## src/source/mrelbp_pkg.sv

```systemverilog
package mrelbp_pkg;

  localparam int IMG_COLS        = 15;
  localparam int IMG_ROWS        = 15;
  localparam int WIN             = 13;
  localparam int CENTER_IDX      = 6;
  localparam int CI_SCALE        = 169;  // WIN * WIN
  localparam int N_STRIPS        = IMG_ROWS - 12;
  localparam int N_WIN_PER_STRIP = IMG_COLS - 12;

  typedef logic [7:0]  pixel_t;
  typedef logic [15:0] box_sum_t;   // Max window sum 43095
  typedef logic [15:0] scaled_t;
  typedef logic [9:0]  col_idx_t;
  typedef logic [9:0]  strip_idx_t;

  // px[0] is the top row, px[CENTER_IDX] the center
  typedef struct packed {
    pixel_t [WIN-1:0] px;
  } pixel_col_t;

  typedef struct packed {
    logic       valid;
    logic       first;
    logic       subtract;  // Oldest column leaves the window
    logic       window;    // Full window present
    logic       last;
    pixel_col_t pixels;
  } col_tag_t;

  typedef struct packed {
    logic     valid;
    logic     last;
    box_sum_t sum;
    pixel_t   center;
  } win_res_t;

  typedef enum logic [1:0] {
    ST_IDLE,
    ST_RUN,
    ST_DONE
  } ctl_state_t;

endpackage
```

## src/source/ci_r6_top.sv

```systemverilog
`timescale 1ns/1ps

module ci_r6_top (
  input  logic                   clk,
  input  logic                   rst_n,
  input  logic                   i_valid,
  input  mrelbp_pkg::pixel_col_t i_column,
  output logic                   o_valid,
  output logic                   o_ci,
  output logic                   o_frame_done
);

  import mrelbp_pkg::*;

  col_tag_t col_tag;  // Decode to execute
  win_res_t win_res;  // Execute to result

  ci_r6_controller u_controller (
    .clk      (clk),
    .rst_n    (rst_n),
    .i_valid  (i_valid),
    .i_column (i_column),
    .o_tag    (col_tag)
  );

  ci_r6_window_sum u_window_sum (
    .clk   (clk),
    .rst_n (rst_n),
    .i_tag (col_tag),
    .o_res (win_res)
  );

  ci_r6_compare u_compare (
    .clk          (clk),
    .rst_n        (rst_n),
    .i_res        (win_res),
    .o_valid      (o_valid),
    .o_ci         (o_ci),
    .o_frame_done (o_frame_done)
  );

endmodule

```

## src/source/ci_r6_compare.sv

```systemverilog
`timescale 1ns/1ps

module ci_r6_compare (
  input  logic                 clk,
  input  logic                 rst_n,
  input  mrelbp_pkg::win_res_t i_res,
  output logic                 o_valid,
  output logic                 o_ci,
  output logic                 o_frame_done
);

  import mrelbp_pkg::*;

  scaled_t  scaled_q;
  box_sum_t sum_q;
  logic     valid_q;
  logic     done_q;

  always_ff @(posedge clk) begin
    if (!rst_n) begin
      valid_q <= 1'b0;
      done_q  <= 1'b0;
    end else begin
      valid_q <= i_res.valid;
      if (i_res.valid && i_res.last) begin
        done_q <= 1'b1;  // Sticky until reset
      end
    end
  end

  always_ff @(posedge clk) begin
    scaled_q <= scaled_t'(i_res.center) * scaled_t'(CI_SCALE);
    sum_q    <= i_res.sum;
  end

  // Tie counts as 1
  assign o_ci         = (scaled_q >= sum_q);
  assign o_valid      = valid_q;
  assign o_frame_done = done_q;

endmodule

```

## src/source/ci_r6_window_sum.sv

```systemverilog
`timescale 1ns/1ps

module ci_r6_window_sum (
  input  logic                 clk,
  input  logic                 rst_n,
  input  mrelbp_pkg::col_tag_t i_tag,
  output mrelbp_pkg::win_res_t o_res
);

  import mrelbp_pkg::*;

  box_sum_t col_sum;
  box_sum_t col_hist [WIN];           // [0] newest previous column
  pixel_t   ctr_hist [CENTER_IDX];
  pixel_t   ctr_line [CENTER_IDX+1];  // [0] current column center
  box_sum_t run_sum;
  box_sum_t run_next;

  logic     res_valid;
  logic     res_last;
  box_sum_t res_sum;
  pixel_t   res_center;

  always_comb begin
    col_sum = '0;
    for (int i = 0; i < WIN; i++) begin
      col_sum = col_sum + box_sum_t'(i_tag.pixels.px[i]);
    end
  end

  always_comb begin
    ctr_line[0] = i_tag.pixels.px[CENTER_IDX];
    for (int i = 1; i <= CENTER_IDX; i++) begin
      ctr_line[i] = ctr_hist[i-1];
    end
  end

  always_comb begin
    if (i_tag.first) begin
      run_next = col_sum;
    end else if (i_tag.subtract) begin
      run_next = run_sum + col_sum - col_hist[WIN-1];  // Drop column k-13
    end else begin
      run_next = run_sum + col_sum;
    end
  end

  // Histories and running sum move only on valid columns
  always_ff @(posedge clk) begin
    if (i_tag.valid) begin
      run_sum     <= run_next;
      col_hist[0] <= col_sum;
      for (int i = 1; i < WIN; i++) begin
        col_hist[i] <= col_hist[i-1];
      end
      for (int i = 0; i < CENTER_IDX; i++) begin
        ctr_hist[i] <= ctr_line[i];
      end
    end
  end

  always_ff @(posedge clk) begin
    if (!rst_n) begin
      res_valid <= 1'b0;
      res_last  <= 1'b0;
    end else begin
      res_valid <= i_tag.valid && i_tag.window;
      res_last  <= i_tag.valid && i_tag.window && i_tag.last;
    end
  end

  always_ff @(posedge clk) begin
    res_sum    <= run_next;
    res_center <= ctr_line[CENTER_IDX];  // Center column is k-6
  end

  assign o_res.valid  = res_valid;
  assign o_res.last   = res_last;
  assign o_res.sum    = res_sum;
  assign o_res.center = res_center;

endmodule

```

## src/source/ci_r6_controller.sv

```systemverilog
`timescale 1ns/1ps

module ci_r6_controller (
  input  logic                   clk,
  input  logic                   rst_n,
  input  logic                   i_valid,
  input  mrelbp_pkg::pixel_col_t i_column,
  output mrelbp_pkg::col_tag_t   o_tag
);

  import mrelbp_pkg::*;

  ctl_state_t state_q;
  ctl_state_t state_d;
  col_idx_t   col_cnt;
  strip_idx_t strip_cnt;

  logic       accept;
  logic       col_wrap;
  logic       frame_end;

  logic       tag_valid;
  logic       tag_first;
  logic       tag_subtract;
  logic       tag_window;
  logic       tag_last;
  pixel_col_t tag_pixels;

  assign accept    = i_valid && (state_q != ST_DONE);
  assign col_wrap  = (col_cnt == col_idx_t'(IMG_COLS - 1));
  assign frame_end = col_wrap && (strip_cnt == strip_idx_t'(N_STRIPS - 1));

  always_comb begin
    state_d = state_q;
    case (state_q)
      ST_IDLE: begin
        if (accept) begin
          state_d = ST_RUN;
        end
      end
      ST_RUN: begin
        if (accept && frame_end) begin
          state_d = ST_DONE;
        end
      end
      ST_DONE: begin
        state_d = ST_DONE;  // Held until reset
      end
      default: begin
        state_d = ST_IDLE;
      end
    endcase
  end

  always_ff @(posedge clk) begin
    if (!rst_n) begin
      state_q   <= ST_IDLE;
      col_cnt   <= '0;
      strip_cnt <= '0;
    end else begin
      state_q <= state_d;
      if (accept) begin
        if (col_wrap) begin
          col_cnt   <= '0;
          strip_cnt <= frame_end ? '0 : strip_cnt + 1'b1;
        end else begin
          col_cnt <= col_cnt + 1'b1;
        end
      end
    end
  end

  // Position flags come from the counters before they advance
  always_ff @(posedge clk) begin
    if (!rst_n) begin
      tag_valid    <= 1'b0;
      tag_first    <= 1'b0;
      tag_subtract <= 1'b0;
      tag_window   <= 1'b0;
      tag_last     <= 1'b0;
    end else begin
      tag_valid    <= accept;
      tag_first    <= (col_cnt == '0);
      tag_subtract <= (col_cnt >= col_idx_t'(WIN));
      tag_window   <= (col_cnt >= col_idx_t'(WIN - 1));
      tag_last     <= frame_end;
    end
  end

  always_ff @(posedge clk) begin
    tag_pixels <= i_column;
  end

  assign o_tag.valid    = tag_valid;
  assign o_tag.first    = tag_first;
  assign o_tag.subtract = tag_subtract;
  assign o_tag.window   = tag_window;
  assign o_tag.last     = tag_last;
  assign o_tag.pixels   = tag_pixels;

endmodule

```

## config.mk

```make
export PLATFORM = sky130hd
export DESIGN_NAME = ci_r6_top
export DESIGN_NICKNAME = d
export VERILOG_FILES = /design/src/source/mrelbp_pkg.sv /design/src/source/ci_r6_top.sv /design/src/source/ci_r6_compare.sv /design/src/source/ci_r6_window_sum.sv /design/src/source/ci_r6_controller.sv
export SDC_FILE = /design/constraint.sdc
export NUM_CORES = 1
export LEC_CHECK = 0
export ABC_AREA = 1
export BUFFER_PORTS_ARGS = -buffer_cell sky130_fd_sc_hd__buf_4
export CORE_MARGIN = 2
export CORE_UTILIZATION = 56
export CTS_BUF_LIST = sky130_fd_sc_hd__clkbuf_8 sky130_fd_sc_hd__clkbuf_16
export DETAILED_ROUTE_END_ITERATION = 8
export PLACE_DENSITY = 0.83
export SLEW_MARGIN = 25
export SYNTH_ARGS = -nofsm -noshare
export SYNTH_HDL_FRONTEND = slang
export SYNTH_SLANG_ARGS = --single-unit
```

## constraint.sdc

```tcl
create_clock -name clk -period 11.5 [get_ports clk]
set_input_delay 0.575 -clock clk [delete_from_list [all_inputs] [get_ports clk]]
set_output_delay 0.575 -clock clk [all_outputs]
set_load 0.005 [all_outputs]
```

== After elaboration in Yosys (flattened, before gate mapping) ==
Memories as Yosys holds them, arrays and structs flattened. A register that Yosys moved wholly into a read port is not among the register bits.
Cells that the tools add are included.

* Multiplexer cells: 9
* $lt $le $gt $ge: 3
* Reduce and logical (&&, ||, !) cells: 10
* Add/sub/neg operators: 16
* Multipliers: 1
* Eq/ne operators: 7

{| class="wikitable"
|+ Operator list
! kind !! count
|-
| $add 16x8->16 || 11
|-
| $mux 16 || 2
|-
| $add 10x1->10 const B || 2
|-
| $ge 10x4->1 const B || 2
|-
| $mux 10 || 2
|-
| $add 16x16->16 || 1
|-
| $ge 16x16->1 || 1
|-
| $mul 8x8->16 const B || 1
|-
| $sub 16x16->16 || 1
|-
| $eq 10x2->1 const B || 1
|-
| $eq 10x4->1 const B || 1
|-
| $logic_not 10->1 || 1
|-
| $add 8x8->9 || 1
|-
| $logic_and 1x1->1 || 6
|-
| $pmux 2 s3 || 1
|-
| $mux 2 || 2
|-
| $ne 2x1->1 const B || 2
|-
| $reduce_and 2->1 || 2
|-
| $eq 2x1->1 const B || 1
|-
| $eq 2x2->1 const B || 1
|-
| $logic_not 2->1 || 1
|-
| $mux 1 || 2
|-
| $ne 2x2->1 const B || 1
|}

* Output and inout port bits: 3
* Input bits: 107
* RAM bits: 256
* Memories kept: 2
* Register bits after elaboration: 199
* Logic and storage cells: 77

{| class="wikitable"
|+ Memories
! name !! words !! width !! read ports !! clocked after Yosys merged registers in !! wr ports !! RTL line !! RTL
|-
| u_window_sum.col_hist || 13 || 16 || 13 || 0 || 13 || ci_r6_window_sum.sv:13 || <nowiki>box_sum_t col_hist [WIN];</nowiki>
|-
| u_window_sum.ctr_hist || 6 || 8 || 6 || 1 || 6 || ci_r6_window_sum.sv:14 || <nowiki>pixel_t ctr_hist [CENTER_IDX];</nowiki>
|}

== Depth between registers and ports, before layout ==
Gate-level depths: netlist of the first run.

* Word-level depth: 16
* Mapped depth: 43
* Depth with buffers taken out: 43

== Hierarchy ==
Synthesis of the first run repeated with hierarchy kept, for this count alone.

* Cell total of the unflattened synthesis: 1,538
* Area total of the unflattened synthesis: 18,360.1 µm²

{| class="wikitable"
|+ By module, submodules not included
! module !! cells each !! times used !! seq. area each (µm²) !! area an instance (µm²)
|-
| ci_r6_window_sum || 961 || 1 || 7,517.2 || 12,414.4
|-
| ci_r6_controller || 327 || 1 || 2,622.5 || 3,756.1
|-
| ci_r6_compare || 250 || 1 || 680.7 || 2,189.6
|}

== Worst setup path after synthesis of the first run ==
Ideal clock, no wire load.

* Path kind: register to register
* Start: reg u_controller.tag_pixels (netlist bit u_controller.o_tag[0])
* End: reg u_window_sum.run_sum[11], data pin
* Buffers on the path: 0
* Slack: 4,079 ps
* Cell stages (with the launch flop): 41
* Data required time: 11,243 ps
* Library setup time: 257 ps
* Arrival time: 7,164 ps
* Path through: dfxtp_1 -> ha_1 -> fa_1 -> nand3_1 -> nand2_1 -> a21oi_1 -> o21ai_0 -> xnor2_1 -> inv_1 -> fa_1 -> inv_1 -> fa_1 -> fa_1 -> fa_1 -> fa_1 -> inv_1 -> ha_1 -> inv_1 -> [... 5 more ...] -> ha_1 -> nand2_1 -> inv_1 -> nand2_1 -> nand2_1 -> a31o_2 -> xor2_1 -> inv_1 -> ha_1 -> inv_1 -> nor3_1 -> nand3_1 -> nand4_1 -> nand2_1 -> inv_1 -> o21ai_0 -> nand3_1 -> nand2_1

* Longest elaborated chain between the ends: 16

{| class="wikitable"
|+ Ends and longest elaborated chain
! what !! RTL line !! RTL
|-
| start: declaration || ci_r6_controller.sv:27 || <nowiki>pixel_col_t tag_pixels;</nowiki>
|-
| start signal: assignment || ci_r6_controller.sv:91 || <nowiki>tag_pixels <= i_column;</nowiki>
|-
| $add 8x8->9 * || ci_r6_window_sum.sv:27 || <nowiki>col_sum = col_sum + box_sum_t'(i_tag.pixels.px[i]);</nowiki>
|-
| $add 16x8->16 * (11 in series) || ci_r6_window_sum.sv:27 ||
|-
| named net u_window_sum.col_sum[9] || ci_r6_window_sum.sv:12 || <nowiki>box_sum_t col_sum;</nowiki>
|-
| $add 16x16->16 * || ci_r6_window_sum.sv:42, ci_r6_window_sum.sv:44 ||
|-
| $sub 16x16->16 || ci_r6_window_sum.sv:42 || <nowiki>run_next = run_sum + col_sum - col_hist[WIN-1];</nowiki>
|-
| $mux 16 * || ci_r6_window_sum.sv:41 || <nowiki>end else if (i_tag.subtract) begin</nowiki>
|-
| $mux 16 * || ci_r6_window_sum.sv:39 || <nowiki>if (i_tag.first) begin</nowiki>
|-
| named net u_window_sum.run_next[11] || ci_r6_window_sum.sv:17 || <nowiki>box_sum_t run_next;</nowiki>
|-
| end signal: assignment || ci_r6_window_sum.sv:51 || <nowiki>run_sum <= run_next;</nowiki>
|-
| end: declaration || ci_r6_window_sum.sv:16 || <nowiki>box_sum_t run_sum;</nowiki>
|}

Mark *: on every way through the listed nets, which the timed path passes. The rest lies on a longest branch.
A chain may end at the register's enable or synchronous reset.

== Final worst setup path of the first run ==
* Start: reg u_controller.tag_pixels (netlist bit u_controller.o_tag[2])
* End: reg u_window_sum.run_sum[11], data pin

The elaborated chain is that of the path after synthesis.

==> key figures, run 1 <==
GRT
  • Largest net degree at the start of global routing: 85
  • Initial antenna violation count: 0
  • GRT Total Usage: 0.208
  • Vias in the first global route: 10216
  • First-pass GRT wire length: 51100 um
  • Overflow after GRT: 0

Worst setup path
  • Crit path max-delay family: adder cells
  • Reg2reg end: u_window_sum.run_sum[11]
  • CP Depth: 40
  • Startpoint Class: register
  • WP buf/inv: 6
  • Endpoint type of the worst setup path: register
  • R2R setup slack: 3.13 ns
  • Crit Path Class: register to register
  • Critical-path top delay cell: fa_1
  • Reg2Reg Depth: 40
  • Slowest stage delay, CP: 0.54 ns
  • Worst Setup SP: u_controller.o_tag[2]
  • RR Startpoint: u_controller.o_tag[2]
  • Worst EP arrival: 8.63 ns
  • Crit path top cell by count: nand2_1
  • Critical Path Fanout Max: 6
  • CP required: 11.76 ns

Cells and area
  • Final nets: 1805
  • Area delta synth->final: 15.3%
  • Post-Route Utilization: 0.661
  • Share of cells above drive strength 1: 0.129
  • Ant diodes: 0

Detailed routing
  • ANT nets after route: 0
  • First-pass iteration count of the detailed router: 7
  • Vias per cell: 5.09
  • Post-DR wirelength/cell: 16.8 um
  • DRC Markers: 0
  • Routed wire length: 32100 um
  • Initial DRC Count: 677
  • Vias: 9756

Timing
  • Worst Skew: 0.0277 ns
  • Fmax achieved: 119 MHz
  • Final setup fails: 0
  • Setup TNS after final layout: 0 ns
  • Slew Limit Fails: 0
  • Final Hold Fails: 0
  • Tmin final: 8.37 ns
  • Slew @ Worst Pin: 0.960 ns
  • RSZ-0062 raised after global routing: false
  • Worst Hold Slack: 0.142 ns
  • Slew HR: 0.360
  • Fin crit share: 0.728

Floorplanning
  • Die width: 179 um
  • # rows: 63
  • Die height: 179 um
  • IO Count: 110
  • Initial core utilization: 0.573
  • Die ar.: 0.0319 mm2
  • Core Region: 0.0298 mm2

Logic synthesis
  • Synth async-reset ratio: 0
  • Post-Syn Nets: 1660
  • Main synth FF type: edfxtp_1
  • Largest family of logic cells by synthesized area: adder cells
  • Post-synthesis compound-gate area fraction: 0.0390
  • Post-Syn Area: 0.0171 mm2
  • Sequential share of the synthesized area: 0.611
  • Ys Warns: 0
  • Area leader, netlist: edfxtp_1
  • Synth Area in XOR/XNOR: 0.0205
  • Synth unique cells: 49
  • Post-synth EDFFs: 220
  • Synth top area cells: edfxtp_1 39%, dfxtp_1 22%, fa_1 10%, ha_1 8.5%, inv_1 5.2%
  • Avg Inst Size Synth: 12.7 um2
  • Adder-cell area share of the yosys netlist: 0.188
  • Most instantiated library cell after synthesis: inv_1
  • Synth Instances: 1349
  • Top cell type's share of synthesized area: 0.387
  • #FFs+latches synth: 411
  • Synth cell count leaders: 235 x inv_1, 220 x edfxtp_1, 191 x dfxtp_1
  • Mux cell area share after synthesis: 0
  • Post-Synth Simple-Gate Area: 0.0865

Min path
  • Hold path depth: 1
  • Hold/Removal Path Class: primary input to register
  • Worst Hold Launch: i_column[5]
  • Hold path endpoint: u_controller.o_tag[5]

Run
  • Max_cap viols: 0

Status
  • Status: finished, final reports clean

Placement
  • Detailed placement HPWL: 23400 um
  • RD Place Congestion: 0.901
  • Port bufs: 109

CTS
  • CTS H-tree depth: 2
  • Sink Count: 411
  • CTS max path bufs: 3
  • Worst-Skew Late Latency: 0.53 ns
  • CTS tree: done
  • CTS resizes: 0
  • Post-CTS Hold Buffers: 0
  • Postcts setup bufs: 0
  • CTS clock-pin slew for the worst setup and hold paths: 0.06 ns
  • CTS Buf Count: 39
  • Clock root buffer: clkbuf_16
-- per-stage QoR --
stage / worst slack [ns] / instance area, um2 / std cells
detailed placement: 3.18 / 18400 / 1843
finish: 3.13 / 19700 / 1915
CTS: 3.13 / 19700 / 1915
global placement: 3.38 / 18400 / 1843
floorplan: 4.08 / 17100 / 1349
global route: 2.42 / 19700 / 1915
-- how the worst max path moves through the flow --
stage,endpoint,slack [ns]
floorplan,u_window_sum.run_sum[11],4.08
global placement,u_window_sum.run_sum[11],3.38
detailed placement,u_window_sum.run_sum[11],3.18
CTS,u_window_sum.run_sum[11],3.13
global route,u_window_sum.run_sum[11],2.42
finish,u_window_sum.run_sum[11],3.13
-- final cells by class --
cell class	instances	area (um2)
clock buffers	47	1130
clock inverters	25	200
fillers	2090	10100
flip-flops and latches	411	10400
well taps	390	488
repair buffers	111	837
multi-input cells	691	5710
inverters	240	901
-- cells by family (layout without fill, tap and decap cells) --
logic type,Yosys count,count (layout)
compound gates,116,116
xor+xnor,40,40
fa+ha+maj,204,204
buf+inv,247,423
flops,411,411
simple gates,331,331
-- flip-flops by register name, indices dropped and copies added, names as in the netlist, 2 cells and up --
register	cells
u_controller.o_tag	104
u_window_sum.col_hist	156
u_controller.col_cnt	10
u_window_sum.run_sum	16
u_compare.sum_q	16
u_window_sum.res_sum	16
u_controller.state_q	2
u_window_sum.res_center	8
u_window_sum.ctr_hist	48
u_controller.strip_cnt	10
u_compare.scaled_q	16
-- routing by layer --
metal,wire length (um),track usage,part of all wire
met1,13300,0.267,0.41
met2,16200,0.363,0.51
met3,1850,0.0388,0.057
met4,757,0.0589,0.024
met5,0,0,0
-- cells in the final DEF (no fill, tap or decap), types with 7 or more instances in the layout --
cell type  instances
a21oi_1           57
buf_4            110
clkbuf_16         43
dfxtp_1          190
edfxtp_1         220
fa_1              88
ha_1             116
inv_1            248
nand2_1          164
nand2_2            7
nand3_1           46
nand4_1            9
nor2_1            67
nor3_1            13
o211ai_1           8
o21ai_0           29
xnor2_1           12
xor2_1            28
Power of run 1 is left out: the tool's default activity adds up to more than one toggle a clock period on the data nets, which glitch-free logic cannot reach.
==> run 2, diff against run 1 <==
--- a/config.mk
+++ b/config.mk
@@ -5,10 +5,10 @@
 export SDC_FILE = /design/constraint.sdc
 export NUM_CORES = 1
 export LEC_CHECK = 0
-export ABC_AREA = 1
+export ABC_AREA = 0
 export BUFFER_PORTS_ARGS = -buffer_cell sky130_fd_sc_hd__buf_4
 export CORE_MARGIN = 2
-export CORE_UTILIZATION = 56
+export CORE_UTILIZATION = 54
 export CTS_BUF_LIST = sky130_fd_sc_hd__clkbuf_8 sky130_fd_sc_hd__clkbuf_16
 export DETAILED_ROUTE_END_ITERATION = 8
 export PLACE_DENSITY = 0.83
==> constraint.sdc (replaced) <==
create_clock -name clk -period 7.6 [get_ports clk]
set_input_delay 0.38 -clock clk [delete_from_list [all_inputs] [get_ports clk]]
set_output_delay 0.38 -clock clk [all_outputs]
set_load 0.005 [all_outputs]
==> run 2 against run 1 <==
  * The run now ends with setup timing left
  * Critical path depth shrank 12
  * Clock-buffer cell count is the same
  * Worst hold slack improved by 0.022 ns
  * Non-clock buffer count is 199 higher
  * Maximum frequency decreased by 1.8%
  * Design area grew 10%
  * Sequential share of layout area fell by 5.0 points
  * Synthesized cell count fell by 14%
  * Setup slack lost 4.1 ns
  * Synthesized area decreased by 2.3%
  * Critical path type unchanged
  * Critical endpoint is now u_window_sum.run_sum[15]
  * Highest routed layer unchanged
==> key figures, run 2 <==
Logic synthesis
  • Post-synth EDFFs: 220 (unchanged)
  • #FFs+latches synth: 411 (unchanged)
  • Top cell type's share of synthesized area: 0.396 (+0.00902)
  • Synth cell count leaders: 220 x edfxtp_1, 191 x dfxtp_1, 165 x inv_1
  • Synth top area cells: edfxtp_1 40%, dfxtp_1 23%, fa_1 11%, ha_1 8.7%, inv_1 3.7%
  • Synth unique cells: 57 (+16%)
  • Post-Syn Nets: 1474 (-11%)
  • Most instantiated library cell after synthesis: edfxtp_1
  • Ys Warns: 0 (unchanged)
  • Post-Syn Area: 0.0167 mm2 (-2.3%)
  • Sequential share of the synthesized area: 0.625 (+0.0142)
  • Avg Inst Size Synth: 14.4 um2 (+13%)
  • Synth Instances: 1163 (-14%)
  • Synth async-reset ratio: 0 (unchanged)
  • Main synth FF type: edfxtp_1
  • Area leader, netlist: edfxtp_1

Run
  • Max_cap viols: 0 (unchanged)

Timing
  • Fmax achieved: 117 MHz (-1.8%)
  • Final Hold Fails: 0 (unchanged)
  • Slew @ Worst Pin: 0.764 ns (-0.196 ns)
  • Worst Skew: 0.0396 ns (+0.0120 ns)
  • Tmin final: 8.52 ns (+0.150 ns)
  • Worst setup margin: -0.924 ns (-4.05 ns)
  • Final setup fails: 17 (+17)
  • Slew Limit Fails: 0 (unchanged)
  • RSZ-0062 raised after global routing: true
  • Slew HR: 0.491 (+0.131)
  • Fin crit share: 1.12 (+0.393)

Cells and area
  • Final nets: 1817 (+0.66%)
  • Register with the most flip-flops: u_window_sum.col_hist
  • Ant diodes: 0 (unchanged)
  • Largest register FFs: 156 (unchanged)
  • Area delta synth->final: 30.4%
  • Commonest non-fill, non-tap cells in the layout: 220 x edfxtp_1, 200 x buf_4, 187 x dfxtp_1
  • Commonest non-fill, non-tap cell in the layout: edfxtp_1
  • Share of cells above drive strength 1: 0.239 (+0.111)
  • Post-Layout Inst Area: 0.0218 mm2 (+10%)

Worst setup path
  • Crit Path Class: register to register
  • CP required: 7.87 ns (-3.89 ns)
  • Slowest stage delay, CP: 0.58 ns (+0.04 ns)
  • Startpoint Class: register
  • Critical Path Fanout Max: 3 (-3)
  • Endpoint type of the worst setup path: register
  • Worst EP arrival: 8.79 ns (+0.16 ns)
  • RR Startpoint: u_controller.o_tag[1]
  • Worst Setup SP: u_controller.o_tag[1]
  • Critical-path top delay cell: fa_2
  • Crit path top cell by count: fa_1

CTS
  • CTS clock-pin slew for the worst setup and hold paths: 0.07 ns (about the same)
  • CTS tree: done
  • CTS Buf Count: 40 (+2.6%)
  • Clock root buffer: clkbuf_16
  • Sink Count: 411 (unchanged)
  • CTS max path bufs: 3 (unchanged)
  • CTS H-tree depth: 2 (unchanged)
  • Worst-Skew Late Latency: 0.56 ns (+0.03 ns)

GRT
  • Overflow after GRT: 0 (unchanged)
  • First-pass GRT wire length: 60900 um (+19%)
  • Vias in the first global route: 11190 (+9.5%)
  • Initial antenna violation count: 1 (+1)
  • Largest net degree at the start of global routing: 87 (+2.4%)
  • GRT Total Usage: 0.245 (+0.0366)
  • Gr busiest metal: met2
  • M3 GR Usage: 0.0531 (+0.0143)
  • Met1 Usage GRT: 0.275 (+0.00871)
  • Met2 Use GR: 0.430 (+0.0668)

Floorplanning
  • Die ar.: 0.0323 mm2 (+1.3%)
  • Die height: 180 um (+0.65%)
  • Die width: 180 um (+0.65%)
  • Initial core utilization: 0.547 (-0.0262)
  • IO Count: 110 (unchanged)
  • Core Region: 0.0305 mm2 (+2.4%)
  • # rows: 64 (+1.6%)

Detailed routing
  • Vias: 10711 (+9.8%)
  • Vias per cell: 5.54 (+8.8%)
  • DRC Markers: 0 (unchanged)
  • Post-DR wirelength/cell: 23.1 um (+38%)
  • Initial DRC Count: 994 (+47%)
  • ANT nets after route: 0 (unchanged)
  • Routed wire length: 44600 um (+39%)
  • First-pass iteration count of the detailed router: 7 (unchanged)

Status
  • Failing checks: setup timing
  • Status: finished with violations

Min path
  • Hold/Removal Path Class: primary input to register
  • Worst Hold Launch: rst_n

Placement
  • Detailed placement HPWL: 21600 um (-7.8%)
  • Port bufs: 109 (unchanged)
  • RD Place Congestion: 0.867 (-3.8%)
  • Dpl cell area: 0.0186 mm2 (+1.1%)
## run 2: changes by cell type in the layout (fill, tap and decap cells not counted), moves of 16 or more
cell | before | now
a21o_1 | 2 | 18
a21oi_1 | 57 | 32
buf_4 | 110 | 200
dlygate4sd3_1 | 0 | 104
inv_1 | 248 | 170
nand2_1 | 164 | 31
nand3_1 | 46 | 5
nor2_1 | 67 | 36
## run 2: final timing paths
kind	end	slack [ns]	cells past startpoint
setup / recovery	u_window_sum.run_sum[15]	-0.92	28
hold / removal	u_controller.tag_last	0.16	3
setup reg to reg	u_window_sum.run_sum[15]	-0.92	28
hold reg to reg	u_compare.sum_q[9]	0.33	0
## run 2: critical path, delay by kind of cell, from the launching register on
kind	cells	cell delay, ns
compound gates	11	1.98
xor+xnor	3	0.95
fa+ha+maj	9	3.84
buf+inv	1	0.06
flops	1	0.34
mux	1	0.38
simple gates	3	0.65
## run 2: final cells by class
type | count | area, um2
flip-flops and latches | 411 | 10400
clock buffers | 47 | 1100
multi-input cells | 578 | 6260
fillers | 1723 | 8750
repair buffers | 310 | 2620
clock inverters | 26 | 235
well taps | 396 | 495
inverters | 165 | 619
## run 2: layer usage
metal	vias to the layer above	routed length, um
met3	255	3260
met5	-	0
met4	0	3970
li1	4675	-
met2	616	22200
met1	5165	15200
## run 2: kinds of logic (layout without fill, tap and decap cells)
family / Yosys count / after routing / share of synthesized area
buffers and inverters: 174 / 548 / 0.0394
adders and majority gates: 204 / 204 / 0.193
xor gates and xnor gates: 54 / 54 / 0.0283
and+or+nand+nor: 159 / 159 / 0.0505
AOI/OAI and AO/OA: 152 / 152 / 0.0586
DFF: 411 / 411 / 0.625
muxes: 9 / 9 / 0.00570
## run 2: per-stage QoR
| step | setup TNS [ns] | worst slack, ns | hold WS (ns) | utilization | cells |
|---|---|---|---|---|---|
| global route | -12.61 | -1.14 | 0.175 | 0.713 | 1933 |
| global placement | -1.15 | -0.349 | 0.312 | 0.609 | 1726 |
| CTS | -0.708 | -0.240 | 0.145 | 0.695 | 1915 |
| floorplan | -0.0972 | -0.0972 | 0.310 | - | 1163 |
| finish | -9.13 | -0.924 | 0.163 | 0.713 | 1933 |
| detailed placement | -3.55 | -0.627 | 0.312 | 0.609 | 1726 |
## run 2: what timing repair did
item	4_1_cts	5_1_grt
pin swaps	43	64
setup buffers	12	19
hold endpoints to repair	104	0
hold buffers	104	0
setup endpoints to repair	14	18
gates resized for setup	43	69
Power of run 2 is left out for the same reason.
==> run 3, diff against run 2 <==
--- a/config.mk
+++ b/config.mk
@@ -12,6 +12,7 @@
 export CTS_BUF_LIST = sky130_fd_sc_hd__clkbuf_8 sky130_fd_sc_hd__clkbuf_16
 export DETAILED_ROUTE_END_ITERATION = 8
 export PLACE_DENSITY = 0.83
+export RECOVER_POWER = 100
 export SLEW_MARGIN = 25
 export SYNTH_ARGS = -nofsm -noshare
 export SYNTH_HDL_FRONTEND = slang
==> run 3 against run 2 <==
  * The flow finishes with violations (capacitance limit, slew limit, setup timing)
  * Sequential share of layout area is 0.11 points higher
  * Worst hold slack improved by 0.0027 ns
  * First-iteration DRC count decreased by 1.4%
  * Global-route usage unchanged
  * Final cell count unchanged
  * Die area is the same
  * Maximum frequency down 0.12%
  * Non-clock buffer count did not move
  * Critical path type unchanged
==> key figures, run 3 (synthesis gave the netlist of run 2 again) <==
Status
  • Status: finished with violations
  • Failing checks: capacitance limit, slew limit, setup timing

Cells and area
  • Commonest non-fill, non-tap cells in the layout: 220 x edfxtp_1, 188 x dfxtp_1, 170 x inv_1
  • Fin cells: 1933 (unchanged)
  • Final nets: 1817 (unchanged)
  • Largest register FFs: 156 (unchanged)
  • Share of cells above drive strength 1: 0.233 (-0.00651)
  • Ant diodes: 0 (unchanged)
  • Register with the most flip-flops: u_window_sum.col_hist
  • Area delta synth->final: 30.0%
  • Post-Layout Inst Area: 0.0217 mm2 (-0.26%)
  • Commonest non-fill, non-tap cell in the layout: edfxtp_1
  • Post-Route Utilization: 0.711 (-0.00189)

GRT
  • Met2 Use GR: 0.430 (unchanged)
  • M3 GR Usage: 0.0531 (unchanged)
  • First-pass GRT wire length: 60900 um (unchanged)
  • Vias in the first global route: 11190 (unchanged)
  • Initial antenna violation count: 1 (unchanged)
  • Largest net degree at the start of global routing: 87 (unchanged)
  • Met1 Usage GRT: 0.275 (unchanged)
  • Overflow after GRT: 0 (unchanged)
  • GRT Total Usage: 0.245 (unchanged)
  • Gr busiest metal: met2

Worst setup path
  • Worst EP arrival: 8.80 ns (about the same)
  • Crit Path Class: register to register
  • Startpoint Class: register
  • Critical-path top delay cell: fa_2
  • Critical Path Fanout Max: 5 (+2)
  • Crit path top cell by count: fa_1
  • Slowest stage delay, CP: 0.58 ns (about the same)
  • CP required: 7.87 ns (about the same)
  • Endpoint type of the worst setup path: register

Timing
  • RSZ-0062 raised after global routing: true
  • Setup TNS after final layout: -9.05 ns (+0.0753 ns)
  • Tmin final: 8.53 ns (+0.0106 ns)
  • Fin crit share: 1.12 (+0.00140)
  • Slew @ Worst Pin: 2.59 ns (+1.83 ns)
  • Fmax achieved: 117 MHz (-0.12%)
  • Slew Limit Fails: 228 (+228)
  • Worst Skew: 0.0392 ns (-0.000430 ns)
  • Worst setup margin: -0.934 ns (-0.0106 ns)
  • Final setup fails: 17 (unchanged)
  • Final Hold Fails: 0 (unchanged)
  • Slew HR: -0.727 (-1.22)

Floorplanning
  • IO Count: 110 (unchanged)
  • Core Region: 0.0305 mm2 (unchanged)
  • Die width: 180 um (unchanged)
  • Initial core utilization: 0.547 (unchanged)
  • Die ar.: 0.0323 mm2 (unchanged)
  • Die height: 180 um (unchanged)
  • # rows: 64 (unchanged)

Detailed routing
  • Routed wire length: 44500 um (-0.16%)
  • Vias: 10654 (-0.53%)
  • Vias per cell: 5.51 (-0.53%)
  • Initial DRC Count: 980 (-1.4%)
  • DRC Markers: 0 (unchanged)
  • First-pass iteration count of the detailed router: 7 (unchanged)
  • Post-DR wirelength/cell: 23.0 um (-0.16%)
  • ANT nets after route: 0 (unchanged)

Placement
  • Port bufs: 109 (unchanged)
  • Dpl cell area: 0.0186 mm2 (unchanged)
  • Placed Cells: 1726 (unchanged)
  • RD Place Congestion: 0.867 (unchanged)
  • Detailed placement HPWL: 21600 um (unchanged)

CTS
  • CTS clock-pin slew for the worst setup and hold paths: 0.07 ns (about the same)
  • Clock root buffer: clkbuf_16
  • CTS tree: done
  • CTS max path bufs: 3 (unchanged)
  • CTS Buf Count: 40 (unchanged)
  • Sink Count: 411 (unchanged)
  • CTS H-tree depth: 2 (unchanged)
  • Worst-Skew Late Latency: 0.56 ns (about the same)

Min path
  • Hold/Removal Path Class: primary input to register

Run
  • Max_cap viols: 4 (+4)
==> run 3: final cells by class <==
type	count	area, um2
flip-flops and latches	411	10400
repair buffers	310	2570
multi-input cells	578	6250
fillers	1738	8810
well taps	396	495
clock inverters	26	235
clock buffers	47	1100
inverters	165	619
==> run 3: routing by layer <==
| metal | up-vias | share of wire | wire, um |
|---|---|---|---|
| li1 | 4674 | - | - |
| met1 | 5121 | 0.34 | 15200 |
| met2 | 611 | 0.50 | 22200 |
| met3 | 248 | 0.073 | 3250 |
| met4 | 0 | 0.089 | 3960 |
| met5 | - | 0 | 0 |
==> run 3: final timing paths <==
path | cells after the start | endpoint | start | slack, ns
min | 3 | u_controller.tag_last | rst_n | 0.17
max reg2reg | 29 | u_window_sum.run_sum[15] | u_controller.o_tag[1] | -0.93
min reg2reg | 0 | u_compare.sum_q[9] | u_window_sum.res_sum[9] | 0.33
max | 29 | u_window_sum.run_sum[15] | u_controller.o_tag[1] | -0.93
==> run 3: stage by stage <==
| step | worst slack [ns] | hold WS, ns |
|---|---|---|
| after detailed placement | -0.627 | 0.312 |
| final | -0.934 | 0.166 |
| after floorplan | -0.0972 | 0.310 |
| after CTS | -0.240 | 0.145 |
| after global placement | -0.349 | 0.312 |
| after global routing | -1.14 | 0.176 |
==> run 3: timing repair <==
action / in CTS / in global routing
resized for setup: 43 / 69
endpoints found under the setup margin: 14 / 18
pin swaps: 43 / 64
hold endpoints to repair: 104 / 0
buffers inserted: 12 / 19
hold buffers: 104 / 0
==> run 3: critical path, delay by kind of cell, from the launching register on <==
| family | cells | cell delay [ns] |
|---|---|---|
| adder cells (fa/ha/maj) | 9 | 3.88 |
| AO/OA/AOI/OAI | 11 | 2.08 |
| AND/OR/NAND/NOR | 3 | 0.74 |
| XOR/XNOR | 3 | 0.67 |
| multiplexers | 1 | 0.38 |
| flip-flops | 1 | 0.34 |
| buffers and inverters | 2 | 0.14 |
Power of run 3 is left out for the same reason.
